<file path="src/hw/cpu_config.svh">
`ifndef CPU_CONFIG_SVH
`define CPU_CONFIG_SVH

// datapath and instruction widths
`define DATA_W      16
`define INST_W      16

// program counter counts instructions, not bytes
`define PC_W        16

// register file geometry
`define REG_COUNT   8
`define REG_ADDR_W  3

// first fetch address after reset
`define RESET_PC    16'h0000

`endif

</file>
<file path="src/hw/cpu_pkg.sv">
`include "cpu_config.svh"

package cpu_pkg;

    // major opcode from instruction bits 15..11
    typedef enum logic [4:0] {
        OP_NOP   = 5'b00001,
        OP_B     = 5'b00010,
        OP_BEQZ  = 5'b00100,
        OP_BNEZ  = 5'b00101,
        OP_ADDIU = 5'b01001,
        OP_LI    = 5'b01101,
        OP_RRR   = 5'b11100,
        OP_RR    = 5'b11101
    } opcode_e;

    // function fields of the register forms
    localparam logic [1:0] FN_ADDU = 2'b01;
    localparam logic [1:0] FN_SUBU = 2'b11;
    localparam logic [4:0] FN_AND  = 5'b01100;
    localparam logic [4:0] FN_OR   = 5'b01101;

    typedef enum logic [2:0] {
        ALU_ADD,
        ALU_SUB,
        ALU_AND,
        ALU_OR,
        ALU_PASS_B
    } alu_op_e;

    // second ALU operand source
    typedef enum logic {
        B_REG,
        B_IMM
    } b_sel_e;

    typedef enum logic [1:0] {
        BR_NONE,
        BR_EQZ,
        BR_NEZ,
        BR_ALWAYS
    } br_kind_e;

    typedef struct packed {
        alu_op_e                alu_op;
        b_sel_e                 b_sel;
        br_kind_e               br_kind;
        logic                   reg_write;
        logic [`REG_ADDR_W-1:0] dst;
    } dec_ctrl_t;

    // decode/execute register contents
    typedef struct packed {
        logic                   valid;
        logic [`PC_W-1:0]       pc;
        dec_ctrl_t              ctrl;
        logic [`REG_ADDR_W-1:0] rx_addr;
        logic [`REG_ADDR_W-1:0] ry_addr;
        logic [`DATA_W-1:0]     op_a;
        logic [`DATA_W-1:0]     op_b;
        logic [`DATA_W-1:0]     imm;
    } id_ex_t;

    typedef struct packed {
        logic                   valid;
        logic [`REG_ADDR_W-1:0] addr;
        logic [`DATA_W-1:0]     data;
    } wb_t;

endpackage

</file>
<file path="src/hw/cpu_top.sv">
`timescale 1ns/1ps
`include "cpu_config.svh"

module cpu_top (
    input  logic               clk_50MHz,
    input  logic               rst,
    input  logic               stall,
    input  logic [`INST_W-1:0] inst_data,
    output logic [`PC_W-1:0]   inst_addr,
    output cpu_pkg::wb_t       wb
);

    // fetch/decode register
    logic [`INST_W-1:0] if_inst;
    logic [`PC_W-1:0]   if_pc;
    logic               if_valid;

    cpu_pkg::id_ex_t    id_ex;

    // taken branch from execute
    logic               redirect;
    logic [`PC_W-1:0]   redirect_pc;

    fetch_unit u_fetch (
        .clk_50MHz   (clk_50MHz),
        .rst         (rst),
        .stall       (stall),
        .inst_data   (inst_data),
        .redirect    (redirect),
        .redirect_pc (redirect_pc),
        .inst_addr   (inst_addr),
        .if_inst     (if_inst),
        .if_pc       (if_pc),
        .if_valid    (if_valid)
    );

    decode_unit u_decode (
        .clk_50MHz (clk_50MHz),
        .rst       (rst),
        .if_inst   (if_inst),
        .if_pc     (if_pc),
        .if_valid  (if_valid),
        .redirect  (redirect),
        .wb        (wb),
        .id_ex     (id_ex)
    );

    execute_unit u_execute (
        .clk_50MHz   (clk_50MHz),
        .rst         (rst),
        .id_ex       (id_ex),
        .wb          (wb),
        .redirect    (redirect),
        .redirect_pc (redirect_pc)
    );

endmodule

</file>
<file path="src/hw/decode_unit.sv">
`timescale 1ns/1ps
`include "cpu_config.svh"

module decode_unit (
    input  logic               clk_50MHz,
    input  logic               rst,
    input  logic [`INST_W-1:0] if_inst,
    input  logic [`PC_W-1:0]   if_pc,
    input  logic               if_valid,
    input  logic               redirect,
    input  cpu_pkg::wb_t       wb,
    output cpu_pkg::id_ex_t    id_ex
);

    cpu_pkg::opcode_e       opcode;
    cpu_pkg::dec_ctrl_t     ctrl;
    cpu_pkg::id_ex_t        id_ex_d;

    logic [`REG_ADDR_W-1:0] rx_addr;
    logic [`REG_ADDR_W-1:0] ry_addr;
    logic [`REG_ADDR_W-1:0] rz_addr;
    logic [`DATA_W-1:0]     rx_data;
    logic [`DATA_W-1:0]     ry_data;

    logic [`DATA_W-1:0]     imm_s8;
    logic [`DATA_W-1:0]     imm_z8;
    logic [`DATA_W-1:0]     imm_s11;
    logic [`DATA_W-1:0]     imm;

    assign opcode  = cpu_pkg::opcode_e'(if_inst[15:11]);
    assign rx_addr = if_inst[10:8];
    assign ry_addr = if_inst[7:5];
    assign rz_addr = if_inst[4:2];

    // immediate forms
    assign imm_s8  = {{(`DATA_W-8){if_inst[7]}}, if_inst[7:0]};
    assign imm_z8  = {{(`DATA_W-8){1'b0}}, if_inst[7:0]};
    assign imm_s11 = {{(`DATA_W-11){if_inst[10]}}, if_inst[10:0]};

    reg_file u_reg_file (
        .clk_50MHz (clk_50MHz),
        .rst       (rst),
        .rx_addr   (rx_addr),
        .ry_addr   (ry_addr),
        .wb        (wb),
        .rx_data   (rx_data),
        .ry_data   (ry_data)
    );

    always_comb begin
        // default is a NOP that writes nothing
        ctrl.alu_op    = cpu_pkg::ALU_ADD;
        ctrl.b_sel     = cpu_pkg::B_REG;
        ctrl.br_kind   = cpu_pkg::BR_NONE;
        ctrl.reg_write = 1'b0;
        ctrl.dst       = rx_addr;
        imm            = imm_s8;

        case (opcode)
            cpu_pkg::OP_ADDIU: begin
                ctrl.b_sel     = cpu_pkg::B_IMM;
                ctrl.reg_write = 1'b1;
            end
            cpu_pkg::OP_LI: begin
                ctrl.alu_op    = cpu_pkg::ALU_PASS_B;
                ctrl.b_sel     = cpu_pkg::B_IMM;
                ctrl.reg_write = 1'b1;
                imm            = imm_z8;
            end
            cpu_pkg::OP_RRR: begin
                ctrl.dst = rz_addr;
                if (if_inst[1:0] == cpu_pkg::FN_ADDU) begin
                    ctrl.reg_write = 1'b1;
                end else if (if_inst[1:0] == cpu_pkg::FN_SUBU) begin
                    ctrl.alu_op    = cpu_pkg::ALU_SUB;
                    ctrl.reg_write = 1'b1;
                end
            end
            cpu_pkg::OP_RR: begin
                if (if_inst[4:0] == cpu_pkg::FN_AND) begin
                    ctrl.alu_op    = cpu_pkg::ALU_AND;
                    ctrl.reg_write = 1'b1;
                end else if (if_inst[4:0] == cpu_pkg::FN_OR) begin
                    ctrl.alu_op    = cpu_pkg::ALU_OR;
                    ctrl.reg_write = 1'b1;
                end
            end
            cpu_pkg::OP_BEQZ: ctrl.br_kind = cpu_pkg::BR_EQZ;
            cpu_pkg::OP_BNEZ: ctrl.br_kind = cpu_pkg::BR_NEZ;
            cpu_pkg::OP_B: begin
                ctrl.br_kind = cpu_pkg::BR_ALWAYS;
                imm          = imm_s11;
            end
            default: ;
        endcase
    end

    always_comb begin
        id_ex_d.valid   = if_valid;
        id_ex_d.pc      = if_pc;
        id_ex_d.ctrl    = ctrl;
        id_ex_d.rx_addr = rx_addr;
        id_ex_d.ry_addr = ry_addr;
        id_ex_d.op_a    = rx_data;
        id_ex_d.op_b    = ry_data;
        id_ex_d.imm     = imm;
    end

    // a taken branch in execute kills the instruction decoded here
    always_ff @(posedge clk_50MHz or negedge rst) begin
        if (!rst) begin
            id_ex <= '0;
        end else if (redirect) begin
            id_ex <= '0;
        end else begin
            id_ex <= id_ex_d;
        end
    end

endmodule

</file>
<file path="src/hw/execute_unit.sv">
`timescale 1ns/1ps
`include "cpu_config.svh"

module execute_unit (
    input  logic             clk_50MHz,
    input  logic             rst,
    input  cpu_pkg::id_ex_t  id_ex,
    output cpu_pkg::wb_t     wb,
    output logic             redirect,
    output logic [`PC_W-1:0] redirect_pc
);

    logic               fwd_a;
    logic               fwd_b;
    logic [`DATA_W-1:0] op_a;
    logic [`DATA_W-1:0] reg_b;
    logic [`DATA_W-1:0] op_b;
    logic [`DATA_W-1:0] alu_y;
    logic               taken;

    // forward from the result register, one instruction ahead
    assign fwd_a = wb.valid && (wb.addr == id_ex.rx_addr);
    assign fwd_b = wb.valid && (wb.addr == id_ex.ry_addr);

    assign op_a  = fwd_a ? wb.data : id_ex.op_a;
    assign reg_b = fwd_b ? wb.data : id_ex.op_b;

    assign op_b  = (id_ex.ctrl.b_sel == cpu_pkg::B_IMM) ? id_ex.imm : reg_b;

    always_comb begin
        case (id_ex.ctrl.alu_op)
            cpu_pkg::ALU_ADD:    alu_y = op_a + op_b;
            cpu_pkg::ALU_SUB:    alu_y = op_a - op_b;
            cpu_pkg::ALU_AND:    alu_y = op_a & op_b;
            cpu_pkg::ALU_OR:     alu_y = op_a | op_b;
            cpu_pkg::ALU_PASS_B: alu_y = op_b;
            default:             alu_y = op_b;
        endcase
    end

    // zero test on the forwarded rx value
    always_comb begin
        case (id_ex.ctrl.br_kind)
            cpu_pkg::BR_EQZ:    taken = (op_a == '0);
            cpu_pkg::BR_NEZ:    taken = (op_a != '0);
            cpu_pkg::BR_ALWAYS: taken = 1'b1;
            default:            taken = 1'b0;
        endcase
    end

    // target is relative to the instruction after the branch
    assign redirect    = id_ex.valid && taken;
    assign redirect_pc = id_ex.pc + `PC_W'(1) + `PC_W'(id_ex.imm);

    // result register, also the forwarding source
    always_ff @(posedge clk_50MHz or negedge rst) begin
        if (!rst) begin
            wb <= '0;
        end else begin
            wb.valid <= id_ex.valid && id_ex.ctrl.reg_write;
            wb.addr  <= id_ex.ctrl.dst;
            wb.data  <= alu_y;
        end
    end

endmodule

</file>
<file path="src/hw/fetch_unit.sv">
`timescale 1ns/1ps
`include "cpu_config.svh"

module fetch_unit (
    input  logic               clk_50MHz,
    input  logic               rst,
    input  logic               stall,
    input  logic [`INST_W-1:0] inst_data,
    input  logic               redirect,
    input  logic [`PC_W-1:0]   redirect_pc,
    output logic [`PC_W-1:0]   inst_addr,
    output logic [`INST_W-1:0] if_inst,
    output logic [`PC_W-1:0]   if_pc,
    output logic               if_valid
);

    logic [`PC_W-1:0] pc;
    logic [`PC_W-1:0] pc_next;

    // redirect beats stall, otherwise the wrong path would be fetched
    always_comb begin
        if (redirect) begin
            pc_next = redirect_pc;
        end else if (stall) begin
            pc_next = pc;
        end else begin
            pc_next = pc + `PC_W'(1);
        end
    end

    always_ff @(posedge clk_50MHz or negedge rst) begin
        if (!rst) begin
            pc <= `RESET_PC;
        end else begin
            pc <= pc_next;
        end
    end

    assign inst_addr = pc;

    // bubble on flush or when memory is not ready
    always_ff @(posedge clk_50MHz or negedge rst) begin
        if (!rst) begin
            if_valid <= 1'b0;
        end else begin
            if_valid <= !(redirect || stall);
        end
    end

    // instruction and its address, qualified by if_valid
    always_ff @(posedge clk_50MHz) begin
        if_inst <= inst_data;
        if_pc   <= pc;
    end

endmodule

</file>
<file path="src/hw/reg_file.sv">
`timescale 1ns/1ps
`include "cpu_config.svh"

module reg_file (
    input  logic                   clk_50MHz,
    input  logic                   rst,
    input  logic [`REG_ADDR_W-1:0] rx_addr,
    input  logic [`REG_ADDR_W-1:0] ry_addr,
    input  cpu_pkg::wb_t           wb,
    output logic [`DATA_W-1:0]     rx_data,
    output logic [`DATA_W-1:0]     ry_data
);

    logic [`DATA_W-1:0] regs [`REG_COUNT];

    // r0 is a normal register here, not hardwired to zero
    always_ff @(posedge clk_50MHz or negedge rst) begin
        if (!rst) begin
            for (int i = 0; i < `REG_COUNT; i++) begin
                regs[i] <= '0;
            end
        end else if (wb.valid) begin
            regs[wb.addr] <= wb.data;
        end
    end

    // write-through so the reader two behind the writer sees new data
    assign rx_data = (wb.valid && (wb.addr == rx_addr)) ? wb.data : regs[rx_addr];
    assign ry_data = (wb.valid && (wb.addr == ry_addr)) ? wb.data : regs[ry_addr];

endmodule

</file>
<file path="config.mk">
export PLATFORM = sky130hd
export DESIGN_NAME = cpu_top
export DESIGN_NICKNAME = d
export VERILOG_FILES = /design/src/hw/cpu_pkg.sv /design/src/hw/cpu_top.sv /design/src/hw/decode_unit.sv /design/src/hw/execute_unit.sv /design/src/hw/fetch_unit.sv /design/src/hw/reg_file.sv
export VERILOG_INCLUDE_DIRS = /design/src /design/src/hw
export SDC_FILE = /design/constraint.sdc
export NUM_CORES = 1
export LEC_CHECK = 0
export ABC_AREA = 1
export BUFFER_PORTS_ARGS = -buffer_cell sky130_fd_sc_hd__buf_4
export CAP_MARGIN = 40
export CORE_AREA = 5 5 214 164
export CTS_BUF_LIST = sky130_fd_sc_hd__clkbuf_8
export DETAILED_ROUTE_END_ITERATION = 8
export DIE_AREA = 0 0 219 169
export GPL_ROUTABILITY_DRIVEN = 0
export GPL_TIMING_DRIVEN = 1
export HOLD_SLACK_MARGIN = 0.08
export PLACE_DENSITY_LB_ADDON = 0.12
export SKIP_LAST_GASP = 1
export SLEW_MARGIN = 15
export SYNTH_ARGS = -nofsm -noshare
export SYNTH_HDL_FRONTEND = slang
export SYNTH_SLANG_ARGS = --single-unit
</file>
<file path="constraint.sdc">
create_clock -name clk_50MHz -period 9.5 [get_ports clk_50MHz]
set_input_delay 0.475 -clock clk_50MHz [delete_from_list [all_inputs] [get_ports clk_50MHz]]
set_output_delay 0.475 -clock clk_50MHz [all_outputs]
set_load 0.05 [all_outputs]
</file>
After elaboration in Yosys (flattened, before gate mapping)
Cells that the tools add are included.
{ "op_classes": {"add_sub_neg": 5, "order_cmp": 4, "n_eq_ne": 22, "n_mux": 33, "n_bitwise": 5, "n_reduce_logical": 13} }
{ "ops": {"columns": ["op", "n"], "rows": [
  ["two-way mux 16 bit", 12],
  ["bitwise mux 128 bit", 1],
  ["binary-select mux 16 bit (select 3 bit)", 2],
  ["two-way mux 81 bit", 1],
  ["one-hot mux 16 bit (4 select lines)", 1],
  ["demux 16 bit (select 3 bit)", 1],
  ["adder 16 x 1 -> 16 bit, second input constant", 2],
  ["adder 16 bit", 2],
  ["one-hot mux 16 bit (2 select lines)", 1],
  ["== test 5 x 4 -> 1 bit, second input constant", 4],
  ["AND 16 bit", 1],
  ["zero test 16 bit", 1],
  ["bitwise OR 16 bit", 1],
  ["nonzero test 16 bit", 1],
  ["subtractor 16 bit", 1],
  ["== test 3 bit", 4],
  [">= comparator 4 bit, second input constant", 3],
  ["inverter 3 -> 4 bit", 3],
  ["== test 5 x 3 -> 1 bit, second input constant", 2],
  ["== test 5 bit, second input constant", 2],
  ["one-hot mux 3 bit (3 select lines)", 1],
  ["logical AND 1 bit", 7],
  ["two-way mux 1 bit", 7],
  ["== test 2 bit, second input constant", 3],
  ["14 further kinds", 18]
]} }
{ "word_totals": {"reg_bits": 278, "out_inout_bits": 36} }

Longest topological paths before layout
Gate-level depths: netlist (run 1).
{ "logic_depth": {"depth_word": 8, "ltp_mapped": 30, "mapped_depth_nobuf": 28} }

Cells and area by module
From an unflattened synthesis (run 1), not the netlist that was laid out.
{ "hier_totals": {"cells_unflattened": 2225, "area_unflattened_um2": 15752.6} }
{ "modules_own_cells": {"columns": ["mod", "instances", "cells_each", "area_each_um2", "seq_area_each_um2"], "rows": [
  ["reg_file", 1, 1196, 7773.7, 3203.1],
  ["execute_unit", 1, 560, 3507.1, 500.5],
  ["decode_unit", 1, 275, 2710.1, 1826.8],
  ["fetch_unit", 1, 194, 1761.7, 1066.0]
]} }

Least setup slack after synthesis (run 1)
No wires, ideal clock.
{ "synth_timing": {"path_type": "reg-to-reg", "startpoint": "register u_execute.wb[17] (netlist name)", "endpoint": "register u_execute.wb[14] (netlist name)", "setup_ns": 0.138, "arrival_ns": 3.531, "t_required_ns": 9.362, "setup_slack_ns": 5.831, "path_stages_with_launch": 27, "path_buffers": 2, "period_less_slack_ns": 3.669, "path_cell_list": "dfrtp_1 buf_4 inv_2 nand2_1 nand2_1 nor2_2 nand2_2 buf_2 nand2_1 nand3_1 nand2_1 nand2_1 nor2_1 nand2_1 nor2_1 nand2_1 o21ai_1 xnor2_1 inv_1 ha_1 a21o_1 a21oi_1 nor2_1 a211oi_1 nand3_1 nand2_1 o221ai_1"} }
{ "synth_between": {"elab_chain_len": 6} }
{ "synth_lines": {"columns": ["element", "line_no", "text"], "rows": [
  ["== test 3 bit", "execute_unit.sv:23", "assign fwd_b = wb.valid && (wb.addr == id_ex.ry_addr);"],
  ["logical AND 1 bit", "execute_unit.sv:23", null],
  ["two-way mux 16 bit", "execute_unit.sv:26", "assign reg_b = fwd_b ? wb.data : id_ex.op_b;"],
  ["two-way mux 16 bit", "execute_unit.sv:28", "assign op_b = (id_ex.ctrl.b_sel == cpu_pkg::B_IMM) ? id_ex.imm : reg_b;"],
  ["subtractor 16 bit, or another cell as far along", "execute_unit.sv:33", "cpu_pkg::ALU_SUB: alu_y = op_a - op_b;"],
  ["one-hot mux 16 bit (4 select lines) *", "execute_unit.sv:31", "case (id_ex.ctrl.alu_op)"],
  ["net u_execute.alu_y[14]", "execute_unit.sv:18", "logic [`DATA_W-1:0] alu_y;"]
]} }
Mark *: on every way through the listed nets, which the timed path passes. The rest lies on a longest branch.
A chain may end at the register's enable or synchronous reset.

Worst setup path in the final report (run 1)
{ "layout_timing": {"startpoint": "register u_execute.wb[17] (netlist name)", "endpoint": "register u_execute.wb[12] (netlist name)"} }
{ "layout_between": {"elab_chain_len": 6} }
{ "layout_lines": {"columns": ["element", "line_no"], "rows": [
  ["== test 3 bit", "execute_unit.sv:23"],
  ["logical AND 1 bit", "execute_unit.sv:23"],
  ["two-way mux 16 bit", "execute_unit.sv:26"],
  ["two-way mux 16 bit", "execute_unit.sv:28"],
  ["subtractor 16 bit, or another cell as far along", "execute_unit.sv:33"],
  ["one-hot mux 16 bit (4 select lines) *", "execute_unit.sv:31"],
  ["net u_execute.alu_y[12]", "execute_unit.sv:18"]
]} }
Marked as above.

==> impl_metrics.py, run 1 <==
metrics = {
    "worst_setup_path": {
        "crit_chain": "inv_2, nand2_1, nand2_1, nor2_2, nand2_2, nand2_1, nand3_1, nand2_1, nand2_1, nor2_2, nand3_1, o21ai_0, xor2_1, ha_1, nand2_1, o21ai_0, a21oi_1, o21ai_0, a31o_2, a21boi_0, o21ai_0, nand4_1",
        "crit_type": "flip-flop to flip-flop",
        "cp-start-kind": "flip-flop",
        "cp.arrival_ns": 4.90,
        "worstPathRequired_ns": 9.96,
        "worstPathMaxFanout": 18,
        "cpPeakStageDelay_ns": 0.55,
        "cp.depth": 22,
        "reg2reg_depth": 22,
        "cp_slowest_cell": "dfrtp_1",
        "end_kind": "flip-flop",
        "crit_path_frequent_cell": "nand2_1",
        "path_buf_inv": 1,
        "crit_family": "simple AND/OR/NAND/NOR gates",
    },
    "sta": {
        "hold_violations": 0,
        "fin_crit_sh_pct": 46.8,
        "post-route-min-period_ns": 4.45,
        "fmax_mhz": 225,
        "timing.final.ws_setup_ns": 5.05,
        "tns_ns": 0,
        "maxSlewHeadroom_pct": 43.2,
        "rsz0062_at_grt": "no",
        "drv_slew": 0,
        "skew_ns": 0.0492,
        "setup_violations": 0,
        "worst_pin_slew_ns": 0.849,
    },
    "routing": {
        "viasPerCell": 5.59,
        "vias": 13547,
        "routed_wl_um": 47900,
        "drc": 0,
        "drt_iter0_markers": 1557,
        "wl_per_cell_um": 19.8,
        "antenna_left": 0,
        "dr.pass1.iters": 7,
    },
    "clock_network": {
        "cts.path.max_buffers": 3,
        "clkLatencyLatePin_ns": 0.60,
        "cts_sinks": 270,
        "h-tree-depth": 2,
        "numCtsBuffers": 46,
        "cts-root-buf": "clkbuf_8",
        "cts.clk_slew.worst_paths_ns": 0.07,
        "cts_setup_buffers": 0,
        "cts_tree": "built",
    },
    "floorplan": {
        "die_w_um": 219,
        "die_y_um": 169,
        "dieArea_um2": 37000,
        "rows": 58,
        "ioPinCount": 55,
        "initial_core_util_pct": 44.3,
        "core_um2": 32900,
    },
    "pwr": {
        "switching_share_pct": 39.5,
        "power_frac_seq_pct": 41.3,
        "comb_power_share_pct": 30.6,
        "p_leak_uw": 0.00805,
        "clkPwrFrac_pct": 28.1,
        "p_int_uw": 2340,
        "power.switching_uw": 1530,
        "peakVddDrop_mv": 0.256,
        "power_density_nw_per_um2": 235,
    },
    "layout": {
        "area_growth_pct": 13.0,
        "multi_input_area_um2": 6750,
        "diodes": 0,
        "drive_above_1_share_pct": 9.08,
        "ff_latch_area_um2": 6600,
        "fill_cells": 3278,
        "nNetsFinal": 1986,
    },
    "placement": {
        "numPortBuffers": 54,
        "place_ws_ns": 5.20,
        "hpwlAfterDp_um": 31100,
    },
    "logic_synthesis": {
        "async_flop_share_pct": 88.1,
        "synth_top_area_share_pct": 40.9,
        "synth_commonest_cells": "539 x nand2_1, 238 x dfrtp_1, 201 x o21ai_0, 193 x inv_1, 161 x a21oi_1",
        "yosysTopAreaCell": "dfrtp_1",
        "syn_area_um2": 14600,
        "ys_seq_elements": 270,
        "synth_edf_count": 0,
        "ys.flop_type": "dfrtp_1",
        "yosys.cell_types.count": 49,
        "synth_nets": 1950,
        "synth_most_common_cell": "nand2_1",
        "synth_warnings": 0,
        "ys_seq_area_share_pct": 45.2,
        "syn-instance-count": 1899,
        "ys_top_cells_by_area": "dfrtp_1 41%, nand2_1 14%, o21ai_0 6.9%",
        "avgSynthCellArea_um2": 7.68,
    },
    "worst_hold_path": {
        "hp-class": "primary input to flip-flop",
        "hold_depth": 4,
    },
    "global_routing": {
        "grt_pass1_wl_um": 75400,
        "grt_max_degree": 99,
        "antenna_found_initial": 0,
        "grt.overflow.total": 0,
        "grt_pass1_vias": 12996,
        "grt.total_usage_pct": 26.0,
    },
    "run_status": {
        "status": "completed",
    },
    "job": {
        "maxCapViolations": 0,
    },
}
## power groups by stage
stage               registers (uW)  logic [uW]  clock network (uW)
CTS                           1590        1180                1110
floorplan                     1710         650                   0
detailed placement            1610        1170                   0
global placement              1610        1160                   0
global route                  1620        1320                1160
finish                        1600        1180                1080
## cell usage in the layout (no fill, tap or decap), drive strengths merged, types with 9 or more instances in the layout
master	count
o21ai	220
or2	9
buf	80
xnor2	14
clkinv	11
o311ai	23
nand2	544
nor2	74
a211oi	14
xor2	29
dfrtp	238
nand3	87
o221ai	14
dlygate4sd3	17
clkbuf	55
a21oi	161
inv	221
ha	30
a221oi	43
dfxtp	32
## sequential cells by signal, summed over array words and instances, names as in the netlist
name and flops:
u_fetch.if_valid 1, u_fetch.inst_addr 16, u_fetch.if_pc 16, u_execute.wb 20, u_decode.u_reg_file.regs 128, u_fetch.if_inst 16
u_decode.id_ex 73
## final timing paths
check,start,endpoint,slack (ns)
max in group asynchronous,rst,u_fetch.inst_addr[5],7.69
worst min-delay path,stall,u_fetch.inst_addr[2],0.31
worst max-delay path,u_execute.wb[17],u_execute.wb[12],5.05
worst max register to register,u_execute.wb[17],u_execute.wb[12],5.05
worst min register to register,u_decode.id_ex[56],u_execute.wb[18],0.34
min in group asynchronous,rst,u_decode.u_reg_file.regs[61],0.50
## worst reg2reg max path: cells and delay by family (launching register included)
kind | cells | cell delay, ns
buffers and inverters | 1 | 0.12
xor gates and xnor gates | 1 | 0.10
adders and majority gates | 1 | 0.37
DFF | 1 | 0.55
and+or+nand+nor | 12 | 1.99
AOI/OAI and AO/OA | 7 | 1.23
## routing by layer
| layer | vias up | track usage [%] | routed length (um) | part of all wire, % |
|---|---|---|---|---|
| met5 | - | 0 | 0 | 0 |
| met4 | 0 | 7.75 | 1300 | 2.7 |
| met2 | 575 | 38.0 | 20100 | 42 |
| li1 | 6389 | - | - | - |
| met3 | 95 | 5.45 | 4100 | 8.6 |
| met1 | 6488 | 38.8 | 22400 | 47 |
## cell families (layout without fill, tap and decap cells)
group / count (synthesis) / count (layout) / synth area share, %
AND/OR/NAND/NOR: 730 / 730 / 20.2
flip-flops: 270 / 270 / 45.2
XOR/XNOR: 43 / 43 / 2.58
buffers and inverters: 313 / 386 / 8.59
adder cells (fa/ha/maj): 32 / 32 / 2.85
AO/OA/AOI/OAI: 511 / 511 / 20.5
## area by class of cell
class | count | area share (%)
clock inverters | 30 | 1.16
repair buffers | 97 | 5.16
inverters | 204 | 4.66
clock buffers | 55 | 4.59
flip-flops and latches | 270 | 40.0
well taps | 450 | 3.42
multi-input cells | 1316 | 41.0
## per-stage QoR
| step | hold slack [ns] | cells | utilization (%) | area, um2 | power [uW] |
|---|---|---|---|---|---|
| CTS | 0.269 | 2422 | 50.0 | 16500 | 3880 |
| floorplan | 0.179 | 1899 | - | 14600 | 2360 |
| global route | 0.309 | 2422 | 50.0 | 16500 | 4100 |
| detailed placement | 0.336 | 2320 | 46.6 | 15400 | 2780 |
| finish | 0.307 | 2422 | 50.0 | 16500 | 3870 |
| global placement | 0.335 | 2316 | 46.3 | 15300 | 2770 |
## timing repair
| action | CTS | global route |
|---|---|---|
| gates resized for setup | 0 | 0 |
| endpoints found under the hold margin | 112 | 0 |
| hold buffers | 17 | 0 |
Note: power is estimated with default switching activity, not from simulation.
==> run 2, diff against run 1 <==
clock period = 3.9 ns   (was 9.5 ns; I/O delays follow)
==> impl_metrics.py, run 2 (synthesized netlist as in run 1, its figures left out) <==
metrics = {
    "global_routing": {
        "grt_pass1_vias": 12885,
        "antenna_found_initial": 0,
        "grt.total_usage_pct": 25.3,
        "grt_max_degree": 121,
        "grt_pass1_wl_um": 74000,
        "grt.overflow.total": 0,
    },
    "sta": {
        "tns_ns": 0,
        "whs_ns": 0.253,
        "maxSlewHeadroom_pct": 33.2,
        "hold_violations": 0,
        "drv_slew": 0,
        "timing.final.ws_setup_ns": 0.373,
        "setup_violations": 0,
        "skew_ns": 0.0345,
        "worst_pin_slew_ns": 1.00,
        "fin_crit_sh_pct": 90.4,
        "fmax_mhz": 284,
        "post-route-min-period_ns": 3.53,
        "rsz0062_at_grt": "no",
    },
    "worst_setup_path": {
        "worstReg2RegEnd": "u_execute.wb[12]",
        "ff2ff_setup_slack_ns": 0.37,
        "cp-endpoint": "u_execute.wb[12]",
        "cp_slowest_cell": "dfrtp_1",
        "cpPeakStageDelay_ns": 0.40,
        "worstPathMaxFanout": 14,
        "crit_family": "simple AND/OR/NAND/NOR gates",
        "worstPathRequired_ns": 4.42,
        "r2r_start": "u_execute.wb[17]",
        "crit_chain": "inv_2, nand2_1, nand2_1, nor2_4, buf_4, nand3_1, nand3_1, nand2_2, nand2_1, nor2_2, nand2_1, nand2_1, xor2_1, ha_1, a21oi_1, o21ai_0, a21oi_1, o21ai_2, a31o_2, a21boi_0, o21ai_0, nand4_1",
        "end_kind": "flip-flop",
        "crit_type": "flip-flop to flip-flop",
        "crit_path_start": "u_execute.wb[17]",
        "path_buf_inv": 2,
        "cp.depth": 22,
        "crit_path_frequent_cell": "nand2_1",
        "cp-start-kind": "flip-flop",
        "cp.arrival_ns": 4.04,
        "reg2reg_depth": 22,
    },
    "pwr": {
        "peakVddDrop_mv": 0.568,
        "power_density_nw_per_um2": 564,
        "p_total_uw": 9420,
        "p_leak_uw": 0.00817,
    },
    "layout": {
        "nNetsFinal": 2008,
        "layout_commonest_cell": "nand2_1",
        "layout_common_cells": "537 x nand2_1, 238 x dfrtp_1, 212 x inv_1, 200 x o21ai_0, 161 x a21oi_1",
        "top_regs": "u_decode.u_reg_file.regs: 128 flops, u_decode.id_ex: 73 flops, u_execute.wb: 20 flops",
        "area_growth_pct": 14.5,
        "fill_cells": 3287,
        "ff_latch_area_um2": 6600,
        "largest_register_ffs": 128,
        "drive_above_1_share_pct": 10.2,
        "diodes": 0,
        "multi_input_area_um2": 6780,
        "largest-register": "u_decode.u_reg_file.regs",
    },
    "placement": {
        "hpwlAfterDp_um": 31300,
        "numPortBuffers": 54,
        "place_ws_ns": 0.192,
    },
    "clock_network": {
        "h-tree-depth": 2,
        "clkLatencyLatePin_ns": 0.60,
        "cts_sinks": 270,
        "cts.clk_slew.worst_paths_ns": 0.07,
        "cts.path.max_buffers": 3,
        "cts_tree": "built",
        "numCtsBuffers": 45,
        "cts-root-buf": "clkbuf_8",
    },
    "worst_hold_path": {
        "hp-class": "primary input to flip-flop",
    },
    "floorplan": {
        "die_w_um": 219,
        "rows": 58,
        "dieArea_um2": 37000,
        "die_y_um": 169,
        "initial_core_util_pct": 44.3,
        "core_um2": 32900,
        "ioPinCount": 55,
    },
    "routing": {
        "drc": 0,
        "vias": 13416,
        "wl_per_cell_um": 19.2,
        "antenna_left": 0,
        "routed_wl_um": 46900,
        "dr.pass1.iters": 6,
        "drt_iter0_markers": 1463,
        "viasPerCell": 5.49,
    },
    "job": {
        "maxCapViolations": 0,
    },
    "run_status": {
        "status": "completed",
    },
}
run 2: changes by cell type in the layout (fill, tap and decap cells not counted), sizes merged:
cell / previous run / this run
inv: 221 / 223
clkinv: 11 / 5
buf: 80 / 102
dlygate4sd3: 17 / 18
bufinv: 2 / 1
clkinvlp: 0 / 1
clkbuf: 55 / 58
run 2: area by class of cell:
cell class                      instances  share of cell area, %
Timing Repair Buffer                  120                   6.21
Clock buffer                           58                   4.78
Inverter                              204                   4.60
Tap cell                              450                   3.37
Clock inverter                         26                  0.855
Sequential cell                       270                   39.5
Multi-Input combinational cell       1316                   40.6
run 2: repair_timing:
action / 4_1_cts / 5_1_grt
setup endpoints to repair: 0 / 7
hold endpoints to repair: 145 / 0
resized for setup: 0 / 11
hold buffers: 18 / 0
setup buffers: 0 / 3
run 2: routing by layer:
layer | vias up | GRT usage [%] | part of all wire, %
met1 | 6350 | 38.7 | 48
met5 | - | 0 | 0
met4 | 0 | 7.70 | 2.2
met3 | 80 | 5.51 | 7.9
met2 | 539 | 35.9 | 42
li1 | 6447 | - | -
run 2: power breakdown:
part | leakage (uW) | internal (uW) | switching (uW)
combinational | 0.00424 | 980 | 1980
clock | 0.000556 | 1410 | 1190
sequential | 0.00337 | 3340 | 524
run 2: worst min-delay path by stage:
stage / startpoint / to / slack, ns / cells after the start
after floorplan: rst / u_decode.id_ex[0] / -0.10 / 0
after global placement: inst_data[1] / u_fetch.if_inst[1] / 0.30 / 1
after detailed placement: inst_data[8] / u_fetch.if_inst[8] / 0.30 / 1
after CTS: inst_data[6] / u_fetch.if_inst[6] / 0.21 / 2
after global routing: inst_data[6] / u_fetch.if_inst[6] / 0.24 / 2
final: inst_data[6] / u_fetch.if_inst[6] / 0.25 / 2
run 2: stage by stage:
stage	cells	utilization [%]	area (um2)
after CTS	2441	50.5	16600
after global routing	2444	50.7	16700
after floorplan	1899	-	14600
after global placement	2338	47.0	15500
final	2444	50.7	16700
after detailed placement	2339	47.1	15500
